--- config.mk ---
export PLATFORM = sky130hd
export DESIGN_NAME = hps_io_lite
export DESIGN_NICKNAME = d
export VERILOG_FILES = /design/src/design/hps_bus_pkg.sv /design/src/design/hps_cmd_pkg.sv /design/src/design/cmd_frame.sv /design/src/design/status_regs.sv /design/src/design/key_events.sv /design/src/design/io_reply.sv /design/src/design/hps_io_lite.sv
export SDC_FILE = /design/constraint.sdc
export NUM_CORES = 1
export LEC_CHECK = 0
export BUFFER_PORTS_ARGS = -buffer_cell sky130_fd_sc_hd__clkbuf_2
export CORE_ASPECT_RATIO = 0.8
export CORE_MARGIN = 4
export CORE_UTILIZATION = 30
export DETAILED_ROUTE_END_ITERATION = 8
export PLACE_DENSITY = 0.51
export SLEW_MARGIN = 20
export SYNTH_ARGS = -nofsm -noshare
export SYNTH_HDL_FRONTEND = slang
export SYNTH_SLANG_ARGS = --single-unit
--- constraint.sdc ---
create_clock -name clk_sys -period 9.8 [get_ports clk_sys]
set_clock_uncertainty 0.05 [all_clocks]
set_input_delay 0.49 -clock clk_sys [delete_from_list [all_inputs] [get_ports clk_sys]]
set_output_delay 0.49 -clock clk_sys [all_outputs]
set_load 0.01 [all_outputs]
--- src/design/hps_bus_pkg.sv ---
/*
 * Bus-level types for the host I/O bridge.
 * Holds the bus word, the word counter width and the structs that carry
 * the host bus, the decoded frame state and the decoder replies between
 * the RTL blocks. Referenced by scoped name only.
 */

package hps_bus_pkg;

	// one 16-bit word on the host bus
	typedef logic [15:0] io_word_t;

	// word counter saturates at all ones
	localparam int WORD_CNT_W = 9;
	typedef logic [WORD_CNT_W-1:0] word_cnt_t;

	// core-side payload types
	typedef logic [31:0] joy_t;
	typedef logic [63:0] status_t;

	// [10] toggle, [9] pressed, [8] extended, [7:0] scan code
	typedef logic [10:0] key_event_t;

	// raw host bus as seen at the top level
	typedef struct packed {
		logic     strobe;
		logic     enable;
		io_word_t din;
	} host_bus_t;

	// frame state handed to the decoders
	typedef struct packed {
		io_word_t  cmd;
		word_cnt_t word_cnt;
		logic      cmd_stb;
		logic      data_stb;
		io_word_t  din;
		logic      frame_end;
		io_word_t  last_cmd;
	} frame_t;

	// read reply of one decoder
	typedef struct packed {
		logic     valid;
		io_word_t data;
	} reply_t;

endpackage

--- src/design/hps_cmd_pkg.sv ---
/*
 * Command codes and keyboard constants of the host protocol.
 * The command words select the decoder that owns a frame; the scan code
 * constants drive the key event assembly.
 */

package hps_cmd_pkg;

	////////////////////
	// command words
	////////////////////

	localparam hps_bus_pkg::io_word_t CMD_CFG        = 16'h0001;
	localparam hps_bus_pkg::io_word_t CMD_JOY0       = 16'h0002;
	localparam hps_bus_pkg::io_word_t CMD_JOY1       = 16'h0003;
	localparam hps_bus_pkg::io_word_t CMD_KBD        = 16'h0005;
	localparam hps_bus_pkg::io_word_t CMD_STATUS     = 16'h001E;
	localparam hps_bus_pkg::io_word_t CMD_LEDS       = 16'h001F;
	localparam hps_bus_pkg::io_word_t CMD_STATUS_SET = 16'h0029;
	localparam hps_bus_pkg::io_word_t CMD_MENUMASK   = 16'h002E;

	// upper nibble of the status-set reply byte
	localparam logic [3:0] STATUS_SET_TAG = 4'hA;

	////////////////////
	// keyboard codes
	////////////////////

	localparam logic [7:0] KEY_BREAK   = 8'hF0;
	localparam logic [7:0] KEY_EXT     = 8'hE0;
	localparam logic [7:0] SKIP_PREFIX = 8'hFF;

	// multi-byte sequences, oldest byte highest
	localparam logic [31:0] PRNSCR_MAKE  = 32'hE012E07C;
	localparam logic [31:0] PRNSCR_BREAK = 32'h7CE0F012;
	localparam logic [31:0] PAUSE_MAKE   = 32'hF014F077;

	// replacement for bits 9:0 of the event
	localparam logic [9:0] PRNSCR_EV_MAKE  = 10'h37C;
	localparam logic [9:0] PRNSCR_EV_BREAK = 10'h17C;
	localparam logic [9:0] PAUSE_EV        = 10'h377;

endpackage

--- src/design/cmd_frame.sv ---
/*
 * Frame tracker for the host command channel.
 * Latches the command word on the first strobe of an enable frame and
 * counts the words after it. Splits strobes into command and data strobes
 * and flags the end of each frame for the decoders.
 */

`timescale 1ns/1ps

module cmd_frame (
	input  logic                   clk_sys,
	input  logic                   reset,
	input  hps_bus_pkg::host_bus_t bus,
	output hps_bus_pkg::frame_t    frame
);

	hps_bus_pkg::io_word_t  cmd_q;
	hps_bus_pkg::word_cnt_t cnt_q;
	logic                   open_q;
	logic                   strobe;

	// strobes outside an enable frame are ignored
	assign strobe = bus.enable & bus.strobe;

	always_ff @(posedge clk_sys) begin
		if (reset) begin
			cmd_q  <= '0;
			cnt_q  <= '0;
			open_q <= 1'b0;
		end else begin
			open_q <= bus.enable;
			if (!bus.enable) begin
				cmd_q <= '0;
				cnt_q <= '0;
			end else if (strobe) begin
				if (cnt_q == '0)
					cmd_q <= bus.din;
				if (~&cnt_q)
					cnt_q <= cnt_q + hps_bus_pkg::word_cnt_t'(1);
			end
		end
	end

	always_comb begin
		frame.cmd_stb   = strobe && (cnt_q == '0);
		frame.data_stb  = strobe && (cnt_q != '0);
		// command is visible to the decoders on its own strobe
		frame.cmd       = frame.cmd_stb ? bus.din : cmd_q;
		frame.word_cnt  = cnt_q;
		frame.din       = bus.din;
		frame.frame_end = open_q && !bus.enable;
		frame.last_cmd  = cmd_q;
	end

	// counter saturates, never wraps back to zero mid-frame
	a_cnt_no_wrap: assert property (@(posedge clk_sys) disable iff (reset)
		(bus.enable && cnt_q != '0) |=> (cnt_q != '0));

endmodule

--- src/design/status_regs.sv ---
/*
 * Configuration, joystick and status registers of the bridge.
 * Data words of the owning commands write the core-facing registers.
 * A rising status_set from the core snapshots status_in and bumps a
 * 4-bit counter that the host polls through the status-set command.
 * Drives the read reply for every command it owns.
 */

`timescale 1ns/1ps

module status_regs (
	input  logic                   clk_sys,
	input  logic                   reset,
	input  hps_bus_pkg::frame_t    frame,
	input  logic                   status_set,
	input  hps_bus_pkg::status_t   status_in,
	input  hps_bus_pkg::io_word_t  status_menumask,
	output hps_bus_pkg::io_word_t  cfg_word,
	output hps_bus_pkg::joy_t      joystick_0,
	output hps_bus_pkg::joy_t      joystick_1,
	output hps_bus_pkg::status_t   status,
	output hps_bus_pkg::reply_t    reply
);

	logic                 set_d;
	logic                 set_rise;
	logic [3:0]           set_cnt;
	hps_bus_pkg::status_t status_req;
	logic                 in_quad;
	logic [1:0]           quad;

	// word 1 loads the low half, any later word the high half
	function automatic hps_bus_pkg::joy_t joy_write(
		input hps_bus_pkg::joy_t      cur,
		input hps_bus_pkg::word_cnt_t cnt,
		input hps_bus_pkg::io_word_t  din
	);
		hps_bus_pkg::joy_t nxt;
		nxt = cur;
		if (cnt == hps_bus_pkg::word_cnt_t'(1))
			nxt[15:0] = din;
		else
			nxt[31:16] = din;
		return nxt;
	endfunction

	// words 1 to 4 map to the four 16-bit quarters
	assign in_quad  = (frame.word_cnt != '0) &&
		(frame.word_cnt <= hps_bus_pkg::word_cnt_t'(4));
	assign quad     = frame.word_cnt[1:0] - 2'd1;
	assign set_rise = status_set && !set_d;

	always_ff @(posedge clk_sys) begin
		if (reset) begin
			cfg_word   <= '0;
			joystick_0 <= '0;
			joystick_1 <= '0;
			status     <= '0;
			set_d      <= 1'b0;
			set_cnt    <= '0;
		end else begin
			set_d <= status_set;
			if (set_rise)
				set_cnt <= set_cnt + 4'd1;
			if (frame.data_stb) begin
				case (frame.cmd)
					hps_cmd_pkg::CMD_CFG:  cfg_word <= frame.din;
					hps_cmd_pkg::CMD_JOY0:
						joystick_0 <= joy_write(joystick_0, frame.word_cnt, frame.din);
					hps_cmd_pkg::CMD_JOY1:
						joystick_1 <= joy_write(joystick_1, frame.word_cnt, frame.din);
					hps_cmd_pkg::CMD_STATUS:
						if (in_quad)
							status[{quad, 4'b0000} +: 16] <= frame.din;
					default: ;
				endcase
			end
		end
	end

	// snapshot of the core's request
	always_ff @(posedge clk_sys) begin
		if (set_rise)
			status_req <= status_in;
	end

	////////////////////
	// read reply
	////////////////////

	always_comb begin
		reply.valid = 1'b0;
		reply.data  = '0;
		if (frame.cmd_stb || frame.data_stb) begin
			case (frame.cmd)
				hps_cmd_pkg::CMD_CFG,
				hps_cmd_pkg::CMD_JOY0,
				hps_cmd_pkg::CMD_JOY1,
				hps_cmd_pkg::CMD_STATUS:
					reply.valid = 1'b1;
				hps_cmd_pkg::CMD_STATUS_SET: begin
					reply.valid = 1'b1;
					if (frame.cmd_stb)
						reply.data = {8'h00, hps_cmd_pkg::STATUS_SET_TAG, set_cnt};
					else if (in_quad)
						reply.data = status_req[{quad, 4'b0000} +: 16];
				end
				hps_cmd_pkg::CMD_MENUMASK: begin
					reply.valid = 1'b1;
					if (frame.word_cnt == hps_bus_pkg::word_cnt_t'(1))
						reply.data = status_menumask;
				end
				default: ;
			endcase
		end
	end

endmodule

--- src/design/key_events.sv ---
/*
 * Keyboard event decoder.
 * Collects the scan bytes of a keyboard frame in a 32-bit shift register
 * and turns them into one key event when the frame closes. Frames that
 * carry a 0xFF prefix byte are dropped. Also answers the LED status read.
 */

`timescale 1ns/1ps

module key_events (
	input  logic                    clk_sys,
	input  logic                    reset,
	input  hps_bus_pkg::frame_t     frame,
	input  logic [2:0]              kbd_led_status,
	input  logic [2:0]              kbd_led_use,
	output hps_bus_pkg::key_event_t ps2_key,
	output hps_bus_pkg::reply_t     reply
);

	logic [31:0]             raw_q;
	logic                    skip_q;
	logic                    kbd_data;
	logic                    skip_word;
	logic                    pressed;
	logic                    extended;
	hps_bus_pkg::key_event_t key_next;
	hps_bus_pkg::io_word_t   led_word;

	assign kbd_data  = frame.data_stb && (frame.cmd == hps_cmd_pkg::CMD_KBD);
	assign skip_word = frame.din[15:8] == hps_cmd_pkg::SKIP_PREFIX;

	always_comb begin
		pressed  = raw_q[15:8] != hps_cmd_pkg::KEY_BREAK;
		// on release the E0 sits one byte further back, before the F0
		extended = pressed ? (raw_q[15:8] == hps_cmd_pkg::KEY_EXT) :
			(raw_q[23:16] == hps_cmd_pkg::KEY_EXT);
		key_next = {~ps2_key[10], pressed, extended, raw_q[7:0]};
		case (raw_q)
			hps_cmd_pkg::PRNSCR_MAKE:  key_next[9:0] = hps_cmd_pkg::PRNSCR_EV_MAKE;
			hps_cmd_pkg::PRNSCR_BREAK: key_next[9:0] = hps_cmd_pkg::PRNSCR_EV_BREAK;
			hps_cmd_pkg::PAUSE_MAKE:   key_next[9:0] = hps_cmd_pkg::PAUSE_EV;
			default: ;
		endcase
	end

	always_ff @(posedge clk_sys) begin
		if (reset) begin
			skip_q  <= 1'b0;
			ps2_key <= '0;
		end else if (frame.frame_end) begin
			skip_q <= 1'b0;
			if (frame.last_cmd == hps_cmd_pkg::CMD_KBD && !skip_q)
				ps2_key <= key_next;
		end else if (kbd_data && skip_word) begin
			skip_q <= 1'b1;
		end
	end

	// scan byte history, newest byte lowest
	always_ff @(posedge clk_sys) begin
		if (frame.cmd_stb && frame.cmd == hps_cmd_pkg::CMD_KBD)
			raw_q <= '0;
		else if (kbd_data && !skip_word && !skip_q)
			raw_q <= {raw_q[23:0], frame.din[7:0]};
	end

	////////////////////
	// LED status reply
	////////////////////

	// bit 8 is the wire-level write enable, absent here
	assign led_word = {8'h00, 2'b01,
		kbd_led_status[2], kbd_led_use[2],
		kbd_led_status[1], kbd_led_use[1],
		kbd_led_status[0], kbd_led_use[0]};

	always_comb begin
		reply.valid = (frame.cmd_stb || frame.data_stb) &&
			(frame.cmd == hps_cmd_pkg::CMD_KBD || frame.cmd == hps_cmd_pkg::CMD_LEDS);
		reply.data  = (frame.data_stb && frame.cmd == hps_cmd_pkg::CMD_LEDS) ?
			led_word : '0;
	end

endmodule

--- src/design/io_reply.sv ---
/*
 * Read reply stage of the bridge.
 * Registers the reply of whichever decoder owns the current strobe onto
 * io_dout and holds it until the next owned strobe. The word returns to
 * zero once io_enable drops between frames.
 */

`timescale 1ns/1ps

module io_reply (
	input  logic                  clk_sys,
	input  logic                  reset,
	input  logic                  enable,
	input  hps_bus_pkg::reply_t   stat_reply,
	input  hps_bus_pkg::reply_t   key_reply,
	output hps_bus_pkg::io_word_t io_dout
);

	always_ff @(posedge clk_sys) begin
		if (reset) begin
			io_dout <= '0;
		end else if (!enable) begin
			io_dout <= '0;
		end else if (stat_reply.valid) begin
			io_dout <= stat_reply.data;
		end else if (key_reply.valid) begin
			io_dout <= key_reply.data;
		end
	end

	// decoders split the command space, so only one owner per strobe
	a_one_owner: assert property (@(posedge clk_sys) disable iff (reset)
		!(stat_reply.valid && key_reply.valid));

endmodule

--- src/design/hps_io_lite.sv ---
/*
 * Host-to-core I/O bridge, command channel only.
 * The host frames each transaction with io_enable and paces words with
 * io_strobe; the first word of a frame is the command. Exposes config,
 * joysticks, the status word and keyboard events to the core, and
 * returns read replies on io_dout.
 */

`timescale 1ns/1ps

module hps_io_lite (
	input  logic                    clk_sys,
	input  logic                    reset,

	// host bus
	input  logic                    io_strobe,
	input  logic                    io_enable,
	input  hps_bus_pkg::io_word_t   io_din,
	output hps_bus_pkg::io_word_t   io_dout,

	// core status request
	input  logic                    status_set,
	input  hps_bus_pkg::status_t    status_in,
	input  hps_bus_pkg::io_word_t   status_menumask,

	input  logic [2:0]              kbd_led_status,
	input  logic [2:0]              kbd_led_use,

	// core-facing outputs
	output logic [1:0]              buttons,
	output logic                    forced_scandoubler,
	output logic                    direct_video,
	output hps_bus_pkg::joy_t       joystick_0,
	output hps_bus_pkg::joy_t       joystick_1,
	output hps_bus_pkg::status_t    status,
	output hps_bus_pkg::key_event_t ps2_key
);

	hps_bus_pkg::host_bus_t host_bus;
	hps_bus_pkg::frame_t    frame;
	hps_bus_pkg::reply_t    stat_reply;
	hps_bus_pkg::reply_t    key_reply;
	hps_bus_pkg::io_word_t  cfg_word;

	assign host_bus = '{strobe: io_strobe, enable: io_enable, din: io_din};

	// remaining cfg bits are handled outside the core
	assign buttons            = cfg_word[1:0];
	assign forced_scandoubler = cfg_word[4];
	assign direct_video       = cfg_word[10];

	cmd_frame u_frame (
		.clk_sys (clk_sys),
		.reset   (reset),
		.bus     (host_bus),
		.frame   (frame)
	);

	status_regs u_status (
		.clk_sys         (clk_sys),
		.reset           (reset),
		.frame           (frame),
		.status_set      (status_set),
		.status_in       (status_in),
		.status_menumask (status_menumask),
		.cfg_word        (cfg_word),
		.joystick_0      (joystick_0),
		.joystick_1      (joystick_1),
		.status          (status),
		.reply           (stat_reply)
	);

	key_events u_keys (
		.clk_sys        (clk_sys),
		.reset          (reset),
		.frame          (frame),
		.kbd_led_status (kbd_led_status),
		.kbd_led_use    (kbd_led_use),
		.ps2_key        (ps2_key),
		.reply          (key_reply)
	);

	io_reply u_reply (
		.clk_sys    (clk_sys),
		.reset      (reset),
		.enable     (io_enable),
		.stat_reply (stat_reply),
		.key_reply  (key_reply),
		.io_dout    (io_dout)
	);

endmodule

==> Word-level counts from Yosys, hierarchy flattened <==
Cells that the tools add are included.
{ "classes": {"n_addsub": 4, "mul": 0, "n_div": 0, "magnitude_cmp": 1, "n_eq_ne": 17, "shift": 3, "n_mux": 13, "bitwise": 5, "reduce_logical": 35} }
{ "ops": {"columns": ["cell", "n"], "rows": [
  ["16-bit two-way mux", 6],
  ["64-bit bitwise mux", 1],
  ["32-bit equality test, second input constant", 2],
  ["16-bit by 8-bit variable shift with 64-bit output, first input constant", 1],
  ["16-bit by 8-bit variable part select with 64-bit output", 1],
  ["64-bit by 7-bit variable part select with 16-bit output", 1],
  ["16-bit by 2-bit equality test with 1-bit output, second input constant", 2],
  ["16-bit by 3-bit equality test with 1-bit output, second input constant", 2],
  ["16-bit by 5-bit equality test with 1-bit output, second input constant", 2],
  ["16-bit by 6-bit equality test with 1-bit output, second input constant", 2],
  ["32-bit by 31-bit equality test with 1-bit output, second input constant", 1],
  ["16-bit one-hot mux with 2 select lines", 1],
  ["10-bit one-hot mux with 3 select lines", 1],
  ["8-bit equality test, second input constant", 3],
  ["17-bit two-way mux", 1],
  ["16-bit by 1-bit equality test with 1-bit output, second input constant", 1],
  ["3-bit AND reduction", 5],
  ["1-bit logical AND", 13],
  ["9-bit by 1-bit adder with 9-bit output, second input constant", 1],
  ["9-bit by 1-bit equality test with 1-bit output, second input constant", 1],
  ["9-bit by 3-bit <= comparator with 1-bit output, second input constant", 1],
  ["9-bit zero test", 1],
  ["9-bit AND reduction", 1],
  ["9-bit nonzero test", 1],
  ["other kinds (14)", 26]
]} }
{ "word_totals": {"regBits": 294, "latch_bits": 0, "ramBits": 0, "romBits": 0, "inputBits": 107, "output_inout_bits": 159, "wordCells": 94, "mem_count": 0} }

==> Longest topological paths before layout <==
Gate-level depths: netlist (run 1).
{ "logic_depth": {"word_depth": 8, "depth_mapped": 13, "ltp_nobuf": 9} }

==> Hierarchy <==
A second synthesis (run 1) with hierarchy kept.
{ "unflattened": {"cells_unflattened": 1287, "hier_area_um2": 13578.0} }
{ "modules_own_cells": {"columns": ["module", "instances", "cells_per_inst", "area_per_inst_um2", "seq_area_each_um2"], "rows": [
  ["status_regs", 1, 819, 9123.8, 4904.7],
  ["key_events", 1, 222, 2033.2, 880.8],
  ["cmd_frame", 1, 174, 1601.5, 520.5],
  ["io_reply", 1, 72, 819.5, 320.3]
]} }

==> Worst setup path after synthesis (run 1) <==
OpenSTA, ideal clock, no wires.
{ "synth_timing": {"path_type": "in2reg", "start": "input port status_set", "end": "register u_status.set_cnt[3]", "setup_time_ps": 128, "arrival_ps": 3000, "slack_ps": 6623, "path_stages": 5, "n_path_buf": 1, "cell_sequence": "nor2b_1 clkbuf_1 nand4_1 xor2_1 nor2_1"} }
{ "synth_between": {"elab_chain_cells": 1} }
{ "synth_lines": {"columns": ["item", "line", "text"], "rows": [
  ["start, declared", "hps_io_lite.sv:22", "input logic status_set,"],
  ["1-bit logical AND", "status_regs.sv:51", "assign set_rise = status_set && !set_d;"],
  ["named net u_status.set_rise", "status_regs.sv:26", "logic set_rise;"],
  ["end signal, assigned", "status_regs.sv:64", "set_cnt <= set_cnt + 4'd1;"],
  ["end, declared", "status_regs.sv:27", "logic [3:0] set_cnt;"]
]} }
The timed path passes the listed nets, and every way through them passes these cells.
A chain may end at the register's enable or synchronous reset.

==> Final worst setup path (run 1) <==
{ "layout_timing": {"start": "register u_frame.cnt_q[0]", "end": "register u_status.status[55]"} }
{ "layout_between": {"elab_cells_between_ends": 14} }
{ "layout_lines": {"columns": ["item", "line", "text"], "rows": [
  ["start, declared", "cmd_frame.sv:18", "hps_bus_pkg::word_cnt_t cnt_q;"],
  ["start signal, assigned", "cmd_frame.sv:39", "cnt_q <= cnt_q + hps_bus_pkg::word_cnt_t'(1);"],
  ["2-bit by 1-bit subtractor with 2-bit output (*)", "status_regs.sv:50", "assign quad = frame.word_cnt[1:0] - 2'd1;"],
  ["named net u_status.quad[0]", "status_regs.sv:30", "logic [1:0] quad;"],
  ["6-bit negation with 8-bit output (*)", "status_regs.sv:74", "status[{quad, 4'b0000} +: 16] <= frame.din;"],
  ["16-bit by 8-bit variable part select with 64-bit output or 16-bit by 8-bit variable shift with 64-bit output (tied branches)", "status_regs.sv:74", null],
  ["64-bit bitwise mux (*)", "status_regs.sv:74", null],
  ["end signal, assigned by index", "status_regs.sv:74", null],
  ["end, declared", "status_regs.sv:21", "output hps_bus_pkg::status_t status,"]
]} }
The timed path passes the listed nets; every way through them passes the cells marked *.

==> results.ini, run 1 <==
[placement]
gp_congestion = 0.820
io_buffers = 265
place_inst = 1959
dpl.hpwl_mm = 25.4

[clock_tree]
insertion_delay_ps = 570
h-tree-depth = 1
clkSinkCount = 287
clk_pin_slew_ps = 60
cts_max_path_buffers = 3
cts_tree = yes
post-cts-setup-buffers = 0
cts_inserted_buffers = 31
clockRootBuffer = clkbuf_16
cts_hold_buf = 0
cts_resized = 0

[worst_setup_path]
critPathKind = reg -> reg
worstSetupEndpoint = u_status.status[55]
timing.rr.start = u_frame.cnt_q[0]
r2r-end = u_status.status[55]
cp_max_fo = 32
arrival_ps = 4510
endpoint_kind = register
cp_data_required_time_ps = 10240
startpoint_type = register
r2r_slack_ps = 5730
crit_path_start = u_frame.cnt_q[0]
reg2reg_depth = 8

[layout]
fin_cells = 2016
final_nets = 1579
n_fill_cell = 3882
final_layout_size_suffix_gt1_share_pct = 24.3
syn_to_final_growth_pct = 23.2

[route]
first_pass_iters = 5
via_per_inst = 4.89
drc = 0
wl_mm = 37.6
antenna_left = 0
wl_per_cell_um = 18.6
drtIter0Drc = 783
dr_total_vias = 9862

[timing]
max_slew.worst_pin.slew_ps = 1060
finalHoldViolCount = 0
fin_crit_sh_pct = 41.6
tns_ps = 0
min_period_ps = 4070
setup_viol = 0
fmax_mhz = 246
drv_slew = 0
relSlewSlack_pct = 29.0
rsz0062_at_grt = false

[floorplanning]
initial_core_util_pct = 30.6
die-area_sq_um = 42600
rows = 64
core_area_sq_um = 38500
io_pins = 266
die_w_um = 230
die_y_um = 185

[synth]
synth_seq_area_share_pct = 54.2
synth-seq-cells = 287
async_flop_share_pct = 0
synth_area_sq_um = 11800
yosys_warnings = 0
synth_edf_count = 64
yosys.cell_types.count = 68
syn_area_per_cell_sq_um = 9.37
yosys_most_used_dff = dfxtp_1
syn-instance-count = 1258
syn-num-nets = 1373

[outcome]
run_status = complete, no violations

[grt]
antenna_found_initial = 4
grt_max_degree = 85
grt_pass1_wl_mm = 57.2
track_usage_pct = 17.0
grt_pass1_vias = 9616
grt_overflow = 0

[power_and_ir_drop]
power_density_nw_per_um2 = 178
leakagePower_nw = 5.78
max-vdd-ir-drop_mv = 0.121

[worst_hold_path]
hold_class = in -> reg

[run]
max_cap_violations = 0

how the worst min path moves through the flow:
stage,start,to,slack (ps),depth (start not counted)
floorplan,u_frame.open_q,u_keys.skip_q,380,1
global placement,u_status.joystick_1[17],u_status.joystick_1[17],390,2
detailed placement,u_status.status[18],u_status.status[18],390,2
CTS,status_in[4],u_status.status_req[4],10,1
global route,status_in[54],u_status.status_req[54],10,1
finish,status_in[50],u_status.status_req[50],40,1
worst max-delay path, cell delays in order, from the launching register on:
cell and delay, ps:
dfxtp_2 900, inv_1 200, ha_1 370, nor2_1 190
o211a_1 630, o2111a_2 370, nand2_1 540, or3_1 560
a21oi_1 170
cell families (layout without fill, tap and decap cells):
family | Yosys count | after routing | synth area share, %
fa+ha+maj | 8 | 8 | 0.849
simple gates | 566 | 566 | 23.0
xor+xnor | 10 | 10 | 0.743
buf+inv | 109 | 338 | 3.78
other cells | 0 | 1 | 0
mux | 60 | 60 | 6.84
flops | 287 | 287 | 54.2
compound gates | 218 | 218 | 10.7
sequential cells by signal, indices dropped and copies added (netlist names):
signal and cells:
u_status.joystick_1 32, u_status.status 64, u_status.status_req 64, u_frame.open_q 1, u_frame.cnt_q 9, u_status.cfg_word 4
u_reply.io_dout 16, u_status.joystick_0 32, u_keys.raw_q 32, u_keys.skip_q 1, u_keys.ps2_key 11, u_status.set_d 1
u_status.set_cnt 4, u_frame.cmd_q 16
layout by cell type, fill, tap and decap left out, types with 11 or more instances in the layout:
cell and n:
a21oi_1 165, edfxtp_1 64, nor4b_1 11, clkbuf_16 31, nor2_1 84, clkbuf_2 264
or3_1 51, mux2i_1 42, dfxtp_1 222, nand4_1 12, nand2b_1 20, and3_1 12
mux4_2 16, nor3_1 13, nand2_1 269, nand3_1 47
power by group:
group | internal, mW | switching, mW
logic | 0.0386 | 0.0784
registers | 1.23 | 0.00896
clock network | 0.738 | 0.488
cells in the mapped netlist, drive strengths merged, types with 3 or more instances:
library cell  instances  area share [%]
nand2               269             8.6
dfxtp               223              38
a21oi               166             7.1
nor2                 85             2.7
clkbuf               75             2.4
edfxtp               64              16
or3                  51             2.7
nand3                48             2.0
mux2i                42             3.6
buf                  24             1.1
nand2b               20             1.1
mux4                 16             3.1
nor3                 15            0.72
nand4                13            0.74
and3                 12            0.64
nor4b                11            0.82
inv                  10            0.32
nor4                 10            0.76
o21ai                 9            0.38
a32o                  8            0.68
ha                    8            0.85
nand3b                7            0.55
xor2                  6            0.45
and2                  5            0.27
and4                  5            0.37
nor2b                 4            0.21
xnor2                 4            0.30
a2111oi               3            0.22
a22oi                 3            0.19
a31o                  3            0.22
a31oi                 3            0.16
o21a                  3            0.19
metrics by stage:
stage	power (mW)	hold WS, ps	instance area, sq um	worst slack [ps]	utilization, %
after CTS	2.62	10.7	14500	5690	37.7
final	2.58	44.2	14500	5730	37.7
after global routing	2.68	13.5	14500	5250	37.7
after detailed placement	1.38	392	13400	5720	34.9
after floorplan	1.33	379	11800	6620	-
after global placement	1.38	388	13400	5840	34.9
metal layers:
| layer | wire [um] | GRT usage, % |
|---|---|---|
| met4 | 754 | 3.55 |
| met3 | 2590 | 4.72 |
| met2 | 17300 | 27.3 |
| met5 | 44 | 0 |
| met1 | 16900 | 23.0 |
layout make-up:
| cell class | count | area [sq um] | area share (%) |
|---|---|---|---|
| Multi-Input combinational cell | 862 | 4990 | 34.3 |
| Sequential cell | 287 | 6390 | 44.0 |
| Timing Repair Buffer | 272 | 1380 | 9.51 |
| Clock inverter | 14 | 188 | 1.29 |
| Antenna cell | 1 | 2.50 | 0.0172 |
| Tap cell | 528 | 661 | 4.55 |
| Clock buffer | 42 | 887 | 6.11 |
| Inverter | 10 | 37.5 | 0.258 |
Power figures use the tool's default switching activity.
==> inputs of run 2 (changes only) <==
clock period = 3.9 ns   (was 9.8 ns; I/O delays follow)
==> run 2 against run 1 <==
Effect of this change: non-clock buffer count rose by 94; die area did not move; combinational power rose to 3.2 times the previous value; setup slack got worse by 5400 ps; total power rose to 2.6 times the previous value; sequential power rose to 2.5 times the previous value; flip-flop and latch count did not move; global-route usage rose by 0.66 points; cell count rose by 5.1%; sequential share of layout area fell by 2.8 points; critical path depth did not move; clock power rose to 2.7 times the previous value.
==> results.ini, run 2 (synthesized netlist as in run 1, its figures left out) <==
[floorplanning]
core_area_sq_um = 38500  ; unchanged
rows = 64  ; unchanged
die-area_sq_um = 42600  ; unchanged
die_w_um = 230  ; unchanged
die_y_um = 185  ; unchanged
initial_core_util_pct = 30.6  ; unchanged
io_pins = 266  ; unchanged

[layout]
final_layout_size_suffix_gt1_share_pct = 24.4  ; +0.11 points
final_nets = 1676  ; +6.1%
final_cell_mix = nand2_1, clkbuf_2, dfxtp_1, a21oi_1, nor2_1
reg_top3 = u_status.status x64, u_status.status_req x64
layout_commonest_cell = nand2_1
final_area_sq_um = 15500  ; +6.9%
syn_to_final_growth_pct = 31.7

[power_and_ir_drop]
max-vdd-ir-drop_mv = 0.282  ; +130%
power_density_nw_per_um2 = 434  ; +140%
p_total_mw = 6.75  ; +160%
leakagePower_nw = 6.25  ; +8.2%

[timing]
rsz0062_at_grt = false
min_period_ps = 3580  ; -497 ps
max_slew.worst_pin.slew_ps = 1010  ; -48.8 ps
relSlewSlack_pct = 31.4  ; +2.4 points
tns_ps = 0  ; unchanged
timing.hold.ws_ps = 24.7  ; -19.5 ps
fin_crit_sh_pct = 91.7  ; +50 points
drv_slew = 0  ; unchanged
setup_ws_ps = 325  ; -5400 ps
setup_viol = 0  ; unchanged
fmax_mhz = 280  ; +14%
finalHoldViolCount = 0  ; unchanged

[grt]
grt_pass1_wl_mm = 59.4  ; +3.9%
grt_pass1_vias = 9842  ; +2.4%
grt_max_degree = 77  ; -9.4%
track_usage_pct = 17.6  ; +0.66 points
grt_overflow = 0  ; unchanged
antenna_found_initial = 4  ; unchanged

[worst_setup_path]
startpoint_type = register
path_buf_inv = 1  ; unchanged
crit_path_max_incr_delay_ps = 750  ; -150 ps
cp_cell_sequence = nor4_4 -> and4_1 -> o311a_1 -> a311o_1 -> nand3_1 -> o22ai_1 -> a21o_1 -> dlygate4sd3_1
crit_family = compound AO/OA/AOI/OAI gates
cp_data_required_time_ps = 4320  ; -5920 ps
endpoint_kind = register
cp_max_fo = 16  ; -50%
arrival_ps = 4000  ; -510 ps
crit_slowest_cell = a311o_1
critPathKind = reg -> reg

[placement]
dpl.hpwl_mm = 26.2  ; +3.2%
placed_area_sq_um = 13600  ; +1.1%
io_buffers = 265  ; unchanged
pre_cts_slack_ps = 498  ; -5220 ps
gp_congestion = 0.795  ; -3.0%

[clock_tree]
h-tree-depth = 2  ; +1
clockRootBuffer = clkbuf_16
cts_tree = yes
clkSinkCount = 287  ; unchanged
cts_inserted_buffers = 34  ; +9.7%
clk_pin_slew_ps = 60  ; about the same
cts_max_path_buffers = 3  ; unchanged
insertion_delay_ps = 530  ; -40 ps

[run]
max_cap_violations = 0  ; unchanged

[route]
wl_per_cell_um = 18.3  ; -1.8%
first_pass_iters = 7  ; +2
drtIter0Drc = 747  ; -4.6%
dr_total_vias = 10300  ; +4.4%
drc = 0  ; unchanged
via_per_inst = 4.86  ; -0.64%
antenna_left = 0  ; unchanged
wl_mm = 38.8  ; +3.2%

[worst_hold_path]
hold_class = in -> reg

[outcome]
run_status = complete, no violations

==> run 2: cell count changes in the layout (fill, tap and decap cells not counted), sizes merged <==
cell         previous run  this run
buf                     8        27
clkinv                  5         9
bufinv                  4         2
inv                    13        11
clkinvlp                2         0
diode                   1         3
dlygate4sd3             0        75
clkbuf                306       314
==> run 2: final cells by class <==
cell class	instances	area, sq um
Antenna cell	3	7.51
Clock buffer	50	1040
Clock inverter	12	138
Fill cell	3819	23000
Inverter	10	37.5
Multi-Input combinational cell	862	4990
Sequential cell	287	6390
Tap cell	528	661
Timing Repair Buffer	366	2270
==> run 2: timing repair <==
item	CTS	global route
endpoints found under the setup margin	0	3
resized for setup	0	1
endpoints found under the hold margin	72	0
hold buffers	75	0
buffers inserted	0	0
==> run 2: where the power goes <==
| group | internal [mW] | switching, mW |
|---|---|---|
| clock network | 1.99 | 1.28 |
| registers | 3.09 | 0.0168 |
| logic | 0.153 | 0.218 |
==> run 2: final timing paths <==
| kind | slack [ps] | startpoint | depth (start not counted) | end |
|---|---|---|---|---|
| worst max-delay path | 320 | u_frame.cnt_q[3] | 8 | u_reply.io_dout[2] |
| worst min-delay path | 20 | status_menumask[12] | 4 | u_reply.io_dout[12] |
| worst max register to register | 320 | u_frame.cnt_q[3] | 8 | u_reply.io_dout[2] |
| worst min register to register | 400 | u_status.status[46] | 2 | u_status.status[46] |
==> run 2: stage by stage <==
stage / util, % / std cells
CTS: 40.3 / 2115
finish: 40.3 / 2118
global route: 40.3 / 2116
global placement: 35.3 / 1978
floorplan: - / 1258
detailed placement: 35.3 / 1978
==> run 2: per-layer routing <==
metal	share of wire (%)	up-vias	track usage, %
met5	0.088	-	0
met3	6.8	59	4.80
li1	-	5009	-
met1	44	4933	23.3
met2	47	290	28.8
met4	2.1	4	4.28
==> run 2: tightest hold or removal path, cell delays in order <==
cell and delay [ps]:
clkbuf_2 80, a32o_1 120, nand2_1 50, a21oi_1 120
